**src/logic/fxd_fmt_pkg.sv**
```systemverilog
// Number formats shared by the MAC datapath and its model
// Narrow words are Q3.13 and products and the accumulator are Q6.26
// All values are two's complement and saturate rather than wrap
`default_nettype none

package fxd_fmt_pkg;

  // ------------------------------------------------------------------
  // Word widths
  // ------------------------------------------------------------------
  localparam int DATA_W = 16;
  localparam int FRAC_W = 13;
  // Integer bits of the narrow word, sign included
  localparam int INT_W  = DATA_W - FRAC_W;
  localparam int WIDE_W = 2 * DATA_W;

  // Narrow operand and result word
  typedef logic signed [DATA_W-1:0] fxd_t;
  // Full product and accumulator word
  typedef logic signed [WIDE_W-1:0] wide_t;

  // Clamp values for both formats
  localparam fxd_t  MAX_POS_N = {1'b0, {(DATA_W-1){1'b1}}};
  localparam fxd_t  MAX_NEG_N = {1'b1, {(DATA_W-1){1'b0}}};
  localparam wide_t MAX_POS_W = {1'b0, {(WIDE_W-1){1'b1}}};
  localparam wide_t MAX_NEG_W = {1'b1, {(WIDE_W-1){1'b0}}};

  // Half a narrow LSB, added for round to nearest
  localparam wide_t RND_HALF = wide_t'({1'b1, {(FRAC_W-1){1'b0}}});

  // Stochastic rounding LFSR start value and feedback taps 15, 13, 12, 10
  localparam logic [15:0] LFSR_SEED = 16'h3285;
  localparam logic [15:0] LFSR_TAPS = 16'hB400;

endpackage

`default_nettype wire

```
**src/logic/fxd_ctrl_pkg.sv**
```systemverilog
// Per-operation control fields of the MAC element
// Each accepted operation carries one op_ctl_t through the pipeline
// Encodings not listed below behave as OP_MUL and RND_NONE
`default_nettype none

package fxd_ctrl_pkg;

  // ------------------------------------------------------------------
  // Operation select
  // ------------------------------------------------------------------
  typedef enum logic [1:0] {
    OP_MUL  = 2'd0,  // product only, accumulator kept
    OP_LOAD = 2'd1,  // accumulator takes the product
    OP_ACC  = 2'd2   // accumulator adds the product with clamping
  } op_e;

  // Rounding applied before the narrow truncation
  typedef enum logic [1:0] {
    RND_NONE    = 2'd0,
    RND_NEAREST = 2'd1,
    RND_STOCH   = 2'd2
  } rnd_e;

  // Control word sampled together with the operands
  typedef struct packed {
    op_e  op;
    rnd_e rnd;
  } op_ctl_t;

endpackage

`default_nettype wire

```
**src/logic/lfsr16.sv**
```systemverilog
// Four-tap Fibonacci LFSR used as the stochastic rounding source
// Steps once per cycle with ena high and holds otherwise
// Reset loads LFSR_SEED, the state never reaches zero from there
`timescale 1ns/1ps
`default_nettype none

module lfsr16 (
  input  logic        clk,
  input  logic        arst_n,
  input  logic        ena,
  output logic [15:0] rnd
);

  import fxd_fmt_pkg::*;

  logic [15:0] lfsr_q;
  logic        feedback;

  // XOR of the tapped bits becomes the new LSB
  assign feedback = ^(lfsr_q & LFSR_TAPS);

  always_ff @(posedge clk or negedge arst_n) begin
    if (!arst_n) begin
      lfsr_q <= LFSR_SEED;
    end else if (ena) begin
      // Whole register shifts up by one
      lfsr_q <= {lfsr_q[14:0], feedback};
    end
  end

  // Current state, valid before the next step
  assign rnd = lfsr_q;

endmodule

`default_nettype wire

```
**src/logic/sat_adder.sv**
```systemverilog
// Combinational signed adder with clamping at the wide limits
// Overflow gives MAX_POS_W and underflow gives MAX_NEG_W
// No carry or flag output is provided
`timescale 1ns/1ps
`default_nettype none

module sat_adder (
  input  fxd_fmt_pkg::wide_t a,
  input  fxd_fmt_pkg::wide_t b,
  output fxd_fmt_pkg::wide_t sum
);

  import fxd_fmt_pkg::*;

  // One guard bit above the operands
  logic [WIDE_W:0] ext_sum;

  always_comb begin
    ext_sum = {a[WIDE_W-1], a} + {b[WIDE_W-1], b};
    // Guard bit against result sign
    case (ext_sum[WIDE_W -: 2])
      2'b01: begin
        // Two positives wrapped negative
        sum = MAX_POS_W;
      end
      2'b10: begin
        // Two negatives wrapped positive
        sum = MAX_NEG_W;
      end
      default: begin
        sum = ext_sum[WIDE_W-1:0];
      end
    endcase
  end

endmodule

`default_nettype wire

```
**src/logic/fxd_mul.sv**
```systemverilog
// Registered signed multiplier, Q3.13 times Q3.13 into Q6.26
// One cycle latency and a new product on every clock
// The full product fits, so no rounding or clamping happens here
`timescale 1ns/1ps
`default_nettype none

module fxd_mul (
  input  logic               clk,
  input  logic               arst_n,
  input  fxd_fmt_pkg::fxd_t  a,
  input  fxd_fmt_pkg::fxd_t  b,
  output fxd_fmt_pkg::wide_t prod
);

  import fxd_fmt_pkg::*;

  // ------------------------------------------------------------------
  // Product
  // ------------------------------------------------------------------
  wide_t prod_comb;

  // Sign extend both operands to full width before multiplying
  assign prod_comb = wide_t'(a) * wide_t'(b);

  // Maps onto the DSP output register
  always_ff @(posedge clk or negedge arst_n) begin
    if (!arst_n) begin
      prod <= '0;
    end else begin
      // Runs freely, the valid bit travels in the control pipeline
      prod <= prod_comb;
    end
  end

endmodule

`default_nettype wire

```
**src/logic/fxd_rnd_trunc.sv**
```systemverilog
// Rounding and saturating truncation from Q6.26 down to Q3.13
// Rounding mode is chosen per operation through mode
// The LFSR steps on every ena, whatever the mode
// out_data holds its value while ena is low
`timescale 1ns/1ps
`default_nettype none

module fxd_rnd_trunc (
  input  logic               clk,
  input  logic               arst_n,
  input  logic               ena,
  input  fxd_ctrl_pkg::rnd_e mode,
  input  fxd_fmt_pkg::wide_t in_data,
  output fxd_fmt_pkg::fxd_t  out_data
);

  import fxd_fmt_pkg::*;
  import fxd_ctrl_pkg::*;

  logic [15:0] rnd;
  wide_t       addend;
  wide_t       rnd_sum;
  fxd_t        trunc_val;
  logic        sgn;
  logic        sat;

  // ------------------------------------------------------------------
  // Rounding
  // ------------------------------------------------------------------
  lfsr16 lfsr_inst (
    .clk    (clk),
    .arst_n (arst_n),
    .ena    (ena),
    .rnd    (rnd)
  );

  always_comb begin
    case (mode)
      RND_NEAREST: begin
        addend = RND_HALF;
      end
      RND_STOCH: begin
        // Low fraction bits of the state seen before this step
        addend = wide_t'({{(WIDE_W-FRAC_W){1'b0}}, rnd[FRAC_W-1:0]});
      end
      default: begin
        addend = '0;
      end
    endcase
  end

  // Clamps so rounding near the top never wraps
  sat_adder rnd_add_inst (
    .a   (in_data),
    .b   (addend),
    .sum (rnd_sum)
  );

  // ------------------------------------------------------------------
  // Truncation
  // ------------------------------------------------------------------
  // Keep bits 28 down to 13
  assign trunc_val = rnd_sum[FRAC_W +: DATA_W];
  assign sgn       = rnd_sum[WIDE_W-1];

  // Dropped integer bits must all copy the sign
  assign sat = (rnd_sum[WIDE_W-2 -: INT_W] != {INT_W{sgn}});

  always_ff @(posedge clk or negedge arst_n) begin
    if (!arst_n) begin
      out_data <= '0;
    end else if (ena) begin
      if (sat) begin
        out_data <= sgn ? MAX_NEG_N : MAX_POS_N;
      end else begin
        out_data <= trunc_val;
      end
    end
  end

endmodule

`default_nettype wire

```
**src/logic/mac_ctrl.sv**
```systemverilog
// Control pipeline of the MAC element
// Carries valid and the control word beside the three datapath stages
// One operation per cycle, no stall and no back-pressure
// acc_load and acc_add are only high for a valid stage-1 operation
`timescale 1ns/1ps
`default_nettype none

module mac_ctrl (
  input  logic                  clk,
  input  logic                  arst_n,
  input  logic                  in_valid,
  input  fxd_ctrl_pkg::op_ctl_t in_ctl,
  output logic                  acc_load,
  output logic                  acc_add,
  output logic                  sel_acc,
  output logic                  rnd_ena,
  output fxd_ctrl_pkg::rnd_e    rnd_mode,
  output logic                  out_valid
);

  import fxd_ctrl_pkg::*;

  // Stage 1 sits beside the multiplier register
  logic    s1_valid;
  op_ctl_t s1_ctl;
  // Stage 2 sits beside the accumulator and wide register
  logic    s2_valid;
  rnd_e    s2_rnd;
  // Stage 3 sits beside the output register
  logic    s3_valid;

  // ------------------------------------------------------------------
  // Valid and control shift
  // ------------------------------------------------------------------
  always_ff @(posedge clk or negedge arst_n) begin
    if (!arst_n) begin
      s1_valid <= 1'b0;
      s1_ctl   <= '{op: OP_MUL, rnd: RND_NONE};
      s2_valid <= 1'b0;
      s2_rnd   <= RND_NONE;
      s3_valid <= 1'b0;
    end else begin
      s1_valid <= in_valid;
      s1_ctl   <= in_ctl;
      s2_valid <= s1_valid;
      // Only the rounding field is needed past stage 1
      s2_rnd   <= s1_ctl.rnd;
      s3_valid <= s2_valid;
    end
  end

  // ------------------------------------------------------------------
  // Accumulator decode from the stage-1 op
  // ------------------------------------------------------------------
  always_comb begin
    acc_load = 1'b0;
    acc_add  = 1'b0;
    sel_acc  = 1'b0;
    case (s1_ctl.op)
      OP_LOAD: begin
        acc_load = s1_valid;
        sel_acc  = 1'b1;
      end
      OP_ACC: begin
        acc_add = s1_valid;
        sel_acc = 1'b1;
      end
      default: begin
        // Raw product passes, accumulator untouched
        sel_acc = 1'b0;
      end
    endcase
  end

  // Round stage works on the stage-2 operation
  assign rnd_ena   = s2_valid;
  assign rnd_mode  = s2_rnd;
  assign out_valid = s3_valid;

endmodule

`default_nettype wire

```
**src/logic/fxd_mac_top.sv**
```systemverilog
// Fixed-point multiply-accumulate element, Q3.13 in and Q3.13 out
// Fixed latency of three cycles from in_valid to out_valid
// Results appear for one cycle only since there is no ready
// The accumulator is internal and clears to zero on reset
`timescale 1ns/1ps
`default_nettype none

module fxd_mac_top (
  input  logic                  clk,
  input  logic                  arst_n,
  input  logic                  in_valid,
  input  fxd_ctrl_pkg::op_ctl_t in_ctl,
  input  fxd_fmt_pkg::fxd_t     in_a,
  input  fxd_fmt_pkg::fxd_t     in_b,
  output logic                  out_valid,
  output fxd_fmt_pkg::fxd_t     out_data
);

  import fxd_fmt_pkg::*;
  import fxd_ctrl_pkg::*;

  logic  acc_load;
  logic  acc_add;
  logic  sel_acc;
  logic  rnd_ena;
  rnd_e  rnd_mode;
  wide_t prod;
  wide_t acc_q;
  wide_t acc_sum;
  wide_t acc_next;
  wide_t s2_data;

  mac_ctrl ctrl_inst (
    .clk       (clk),
    .arst_n    (arst_n),
    .in_valid  (in_valid),
    .in_ctl    (in_ctl),
    .acc_load  (acc_load),
    .acc_add   (acc_add),
    .sel_acc   (sel_acc),
    .rnd_ena   (rnd_ena),
    .rnd_mode  (rnd_mode),
    .out_valid (out_valid)
  );

  fxd_mul mul_inst (
    .clk    (clk),
    .arst_n (arst_n),
    .a      (in_a),
    .b      (in_b),
    .prod   (prod)
  );

  // ------------------------------------------------------------------
  // Accumulator stage
  // ------------------------------------------------------------------
  sat_adder acc_add_inst (
    .a   (acc_q),
    .b   (prod),
    .sum (acc_sum)
  );

  // Load replaces, accumulate adds with clamping
  assign acc_next = acc_load ? prod : acc_sum;

  always_ff @(posedge clk or negedge arst_n) begin
    if (!arst_n) begin
      acc_q <= '0;
    end else if (acc_load || acc_add) begin
      acc_q <= acc_next;
    end
  end

  // Wide value handed to rounding, new accumulator or bare product
  always_ff @(posedge clk) begin
    s2_data <= sel_acc ? acc_next : prod;
  end

  fxd_rnd_trunc rnd_trunc_inst (
    .clk      (clk),
    .arst_n   (arst_n),
    .ena      (rnd_ena),
    .mode     (rnd_mode),
    .in_data  (s2_data),
    .out_data (out_data)
  );

endmodule

`default_nettype wire

```
**config.mk**
```make
export PLATFORM = sky130hd
export DESIGN_NAME = fxd_mac_top
export DESIGN_NICKNAME = d
export VERILOG_FILES = /design/src/logic/fxd_fmt_pkg.sv /design/src/logic/fxd_ctrl_pkg.sv /design/src/logic/lfsr16.sv /design/src/logic/sat_adder.sv /design/src/logic/fxd_mul.sv /design/src/logic/fxd_rnd_trunc.sv /design/src/logic/mac_ctrl.sv /design/src/logic/fxd_mac_top.sv
export SDC_FILE = /design/constraint.sdc
export NUM_CORES = 1
export LEC_CHECK = 0
export ABC_CLOCK_PERIOD_IN_PS = 5770
export BUFFER_PORTS_ARGS = -buffer_cell sky130_fd_sc_hd__buf_2
export CORE_ASPECT_RATIO = 1.1
export CORE_MARGIN = 2
export CORE_UTILIZATION = 55
export DETAILED_ROUTE_END_ITERATION = 16
export HOLD_SLACK_MARGIN = 0.02
export PLACE_DENSITY = 0.72
export SLEW_MARGIN = 20
export SYNTH_ARGS = -nofsm -noshare
export SYNTH_HDL_FRONTEND = slang
export SYNTH_SLANG_ARGS = --single-unit
```
**constraint.sdc**
```tcl
create_clock -name clk -period 5.77 [get_ports clk]
set_input_delay 1.154 -clock clk [delete_from_list [all_inputs] [get_ports clk]]
set_output_delay 1.154 -clock clk [all_outputs]
set_load 0.02 [all_outputs]
```
**Word level (Yosys, flattened, before mapping)**

Cells that the tools add are included.

- Input bits: 39
- Bits in read-only memories: 0
- Memories kept: 0
- RAM bits: 0
- Bits in registers: 137
- Bits in latches: 0

- $lt $le $gt $ge: 0
- Shifts and indexed selects: 0
- Multiply operators: 1
- Mux-type cells: 10
- Equal/unequal tests: 9
- Reductions and logical operators: 3
- Add/subtract/negate cells: 2
- Bitwise logic cells: 0
- Div/mod/pow operators: 0

Operators by type and width:

| cell | count |
|---|---|
| 32-bit one-hot mux with 2 select lines | 2 |
| 32-bit two-way mux | 2 |
| 32-bit by 14-bit adder with 33-bit output | 1 |
| 32-bit by 32-bit adder with 33-bit output | 1 |
| 16-bit by 16-bit multiplier with 32-bit output | 1 |
| 16-bit two-way mux | 2 |
| 13-bit one-hot mux with 2 select lines | 1 |
| 16-bit XOR reduction | 1 |
| 2-bit by 1-bit equality test with 1-bit output, second input constant | 4 |
| 2-bit equality test, second input constant | 4 |
| 1-bit two-way mux | 3 |
| 3-bit inequality test | 1 |
| 2-bit OR reduction | 1 |
| 1-bit logical OR | 1 |

**Depth between registers and ports, before layout**

- Depth after elaboration: 7
- Mapped depth: 23

**Hierarchy**

Synthesis repeated with hierarchy kept, for this count alone.

- Cell total of the unflattened synthesis: 2106
- Area total of the unflattened synthesis: 19487.4 um^2

By module, submodules not included:

| module | cells each | instances | area each (um^2) | sequential area each (um^2) |
|---|---|---|---|---|
| fxd_mul | 1133 | 1 | 10681.5 | 800.8 |
| sat_adder | 310 | 2 | 2183.3 | 0.0 |
| fxd_mac_top | 208 | 1 | 2631.3 | 1441.4 |
| fxd_rnd_trunc | 91 | 1 | 860.8 | 400.4 |
| lfsr16 | 38 | 1 | 673.1 | 407.9 |
| mac_ctrl | 16 | 1 | 274.0 | 225.2 |

**Worst setup path after synthesis**

Ideal clock, no wire load.

- Path kind: input-to-reg
- From: input port in_b[1]
- To: register mul_inst.prod[30]
- Library setup time: 0.104 ns
- Stages on the path: 20
- Arrival: 6.658 ns
- Slack: -0.992 ns
- Path through: clkbuf_1 nand2_1 inv_1 fa_1 fa_1 fa_1 fa_1 fa_1 inv_1 fa_1 inv_1 ha_1 a21o_1 a21o_1 a21oi_1 o21bai_1 a21oi_1 or3b_1 a31o_2 o311ai_1

- Cells in the longest elaborated chain, start to end: 1

RTL lines:

| element | line | source |
|---|---|---|
| start: declaration | fxd_mac_top.sv:14 | `input fxd_fmt_pkg::fxd_t in_b,` |
| 16-bit by 16-bit multiplier with 32-bit output | fxd_mul.sv:23 | `assign prod_comb = wide_t'(a) * wide_t'(b);` |
| net mul_inst.prod_comb[30] | fxd_mul.sv:20 | `wide_t prod_comb;` |
| end signal: assignment | fxd_mul.sv:31 | `prod <= prod_comb;` |
| end: declaration | fxd_mul.sv:12 | `output fxd_fmt_pkg::wide_t prod` |

The timed path passes the listed nets, and every way through them passes these cells.
A chain may end at the register's enable or synchronous reset.

**Worst setup path after layout**

- From: input port in_a[9]
- To: register mul_inst.prod[27]

- Cells in the longest elaborated chain, start to end: 1

RTL lines:

| element | line | source |
|---|---|---|
| start: declaration | fxd_mac_top.sv:13 | `input fxd_fmt_pkg::fxd_t in_a,` |
| 16-bit by 16-bit multiplier with 32-bit output | fxd_mul.sv:23 |  |
| net mul_inst.prod_comb[27] | fxd_mul.sv:20 |  |

The timed path passes the listed nets, and every way through them passes these cells.

==> results.yml <==
status:
  status: "finished, violations left"
  violations: "negative setup slack"
timing:
  skew_ns: 0.00991
  report.final.slew_viol_count: 0
  worst_pin_slew_ns: 0.905
  slew-limit-headroom_pct: 39.7
  setup_tns_ns: -3.16
  rsz0062_at_grt: "yes"
  fmax_mhz: 162
  period_needed_ns: 6.19
  finalWorstSetupSlack_ns: -0.415
  finalSetupViolCount: 14
  min_period_over_period_pct: 107
  hold_viol: 0
yosys:
  syn_inst: 1833
  syn_area_sq_um: 17100
  synth_mux_area_share_pct: 1.24
  synth_nets: 2269
  yosys_warnings: 0
  yosysUniqueCellTypes: 74
  yosysSeqAreaShare_pct: 19.1
  synthAdderAreaFrac_pct: 40.5
  ys_seq_elements: 137
  yosys.area_share.simple_pct: 14.8
  synth_xor_area_share_pct: 3.07
  yosys_most_used_dff: "dfrtp_1"
  synth_compound_area_share_pct: 12.8
  syn_area_per_cell_sq_um: 9.34
  async_flop_share_pct: 76.6
  synth_top_family_by_area: "adder cells"
  synth-edff-count: 0
cts:
  cts.sinks: 137
  cts-root-buf: "clkbuf_16"
  cts_tree: "yes"
  clk_path_buf_depth: 2
  path_clk_slew_ns: 0.06
  insertion_delay_ns: 0.42
  cts-buffers-inserted: 17
  cts_max_level: 4
floorplan:
  dieHeight_um: 189
  rows: 67
  coreArea_sq_um: 30600
  die_area_sq_um: 32600
  io_pins: 56
  die_w_um: 172
  start_util_pct: 56.0
setup_path:
  worstReg2RegEnd: "acc_q[29]$_DFFE_PN0P_"
  critical_path_required_ns: 6.10
  cp_cell_sequence: "buf_12, and2_4, fa_1, inv_2, fa_2, fa_2, inv_2, fa_2, fa_1, inv_1, fa_1, inv_2, ha_4, and3_4, and3_4, nand3_4, a31oi_4, a221o_1, a21oi_2, or4b_4, o2111ai_2"
  crit_family: "adder cells"
  cp.buffers_inverters: 5
  worstReg2RegStart: "mul_inst.prod[2]$_DFF_PN0_"
  rrSetupSlack_ns: 0.72
  end_kind: "register"
  rr_worst_depth: 17
  criticalPathCategory: "input pin to register"
  cpMaxStageDelayCell: "fa_2"
  path_max_fanout: 11
  max_stage_delay_ns: 0.56
  worstPathArrival_ns: 6.52
  setup.worst_path.start_class: "input pin"
finish:
  finalNetCount: 2474
  multi_input_area_sq_um: 12900
  final_cells: 2465
  drive_above_1_share_pct: 21.1
  seq_area_sq_um: 3280
  nFillCells: 2334
  antennaDiodeCount: 0
  area_delta_synth_final_pct: 20.3
global_routing:
  grt_max_degree: 61
  grt_overflow: 0
  grt_pass1_vias: 14300
  grt_pass1_wl_mm: 67.9
  grt_usage_pct: 25.9
  antenna_found_initial: 0
place:
  placedCellCount: 2403
  post-place-ws_ns: -0.958
  place_congestion: 0.943
  io_buffer_count: 55
  dpl.hpwl_mm: 32.5
drt:
  drtPass1Iterations: 6
  drtAntennaViolNets: 0
  dr.first_iter.drc_count: 584
  wire_per_inst_um: 16.6
  wirelength_mm: 41.0
  vias: 13400
  viasPerCell: 5.43
  drc: 0
worst_hold_path:
  min_path_type: "register to register"
  min_from: "ctrl_inst.s1_ctl[0]$_DFF_PN0_"
  holdPathStages: 0
  whs_endpoint: "ctrl_inst.rnd_mode[0]$_DFF_PN0_"
run:
  max_cap_viol_count: 0
[synthesized netlist by cell type, types with 18 or more instances]
cell | n | share of area (%)
a21o_1 | 30 | 1.3
a21oi_1 | 71 | 2.1
and2_1 | 142 | 5.2
clkbuf_1 | 58 | 1.3
dfrtp_1 | 99 | 14
dfxtp_1 | 32 | 3.7
fa_1 | 263 | 31
ha_1 | 134 | 9.8
inv_1 | 316 | 6.9
mux2_2 | 18 | 1.2
nand2_1 | 199 | 4.4
nor2_1 | 62 | 1.4
nor3_1 | 18 | 0.53
o21ai_0 | 83 | 2.4
xnor2_1 | 41 | 2.1
xor2_1 | 19 | 0.97
[registers in the layout, summed over array words and instances, names as in the netlist, 2 cells and up]
register / cells
acc_q: 32
rnd_trunc_inst.lfsr_inst.rnd: 16
ctrl_inst.rnd_mode: 2
mul_inst.prod: 32
rnd_trunc_inst.out_data: 16
s2_data: 32
ctrl_inst.s1_ctl: 4
[metrics by stage]
stage | util, % | area [sq um] | hold WS, ns
global placement | 62.6 | 19200 | 0.334
global route | 67.3 | 20600 | 0.370
detailed placement | 62.6 | 19200 | 0.336
finish | 67.3 | 20600 | 0.346
CTS | 66.3 | 20300 | 0.350
floorplan | - | 17500 | 0.331
[cell type report]
class	count	share of cell area, %
clock buffers	20	2.17
clock inverters	12	0.577
inverters	317	5.82
multi-input cells	1316	62.9
flip-flops and latches	137	15.9
well taps	414	2.52
repair buffers	249	10.2
[placed cells by master (no fill, tap or decap), types with 30 or more instances in the layout]
| cell type | count |
|---|---|
| fa_1 | 241 |
| a21oi_1 | 62 |
| and2_1 | 116 |
| dfrtp_1 | 99 |
| dfxtp_1 | 32 |
| nand2_1 | 194 |
| a21o_1 | 30 |
| inv_1 | 295 |
| nor2_1 | 60 |
| buf_4 | 183 |
| ha_1 | 122 |
| xnor2_1 | 39 |
| o21ai_0 | 78 |
[logic make-up (layout without fill, tap and decap cells)]
family                   Yosys count  count (layout)
AND/OR/NAND/NOR                  508             508
adder cells (fa/ha/maj)          397             397
buffers and inverters            380             598
AO/OA/AOI/OAI                    332             332
flip-flops                       137             137
XOR/XNOR                          60              60
multiplexers                      19              19
[what timing repair did]
| item | CTS | global route |
|---|---|---|
| hold buffers | 0 | 0 |
| pin swaps | 65 | 45 |
| cloned | 1 | 1 |
| setup endpoints to repair | 14 | 16 |
| resized for setup | 117 | 62 |
| buffers inserted | 20 | 9 |
[per-layer routing]
layer  up-vias  global-route usage, %  wire length [um]  part of all wire (%)
met5         -                      0                 0                     0
met4         0                   8.18               995                   2.4
met3        72                   2.34              1830                   4.5
met2       363                   46.4             20700                    50
met1      6626                   33.2             17500                    43
li1       6324                      -                 -                     -
[how the worst max path moves through the flow]
stage,startpoint,cells past startpoint,slack (ns),to
finish,in_a[9],21,-0.42,mul_inst.prod[27]$_DFF_PN0_
global route,in_b[1],21,-0.53,mul_inst.prod[30]$_DFF_PN0_
CTS,in_b[10],21,-0.34,mul_inst.prod[27]$_DFF_PN0_
detailed placement,in_b[5],20,-0.96,mul_inst.prod[30]$_DFF_PN0_
global placement,in_a[6],20,-0.85,mul_inst.prod[27]$_DFF_PN0_
floorplan,in_b[6],21,-0.61,mul_inst.prod[31]$_DFF_PN0_
Power is not shown: default switching activity piles up to over one toggle a cycle in this logic, so the estimate is an artifact.
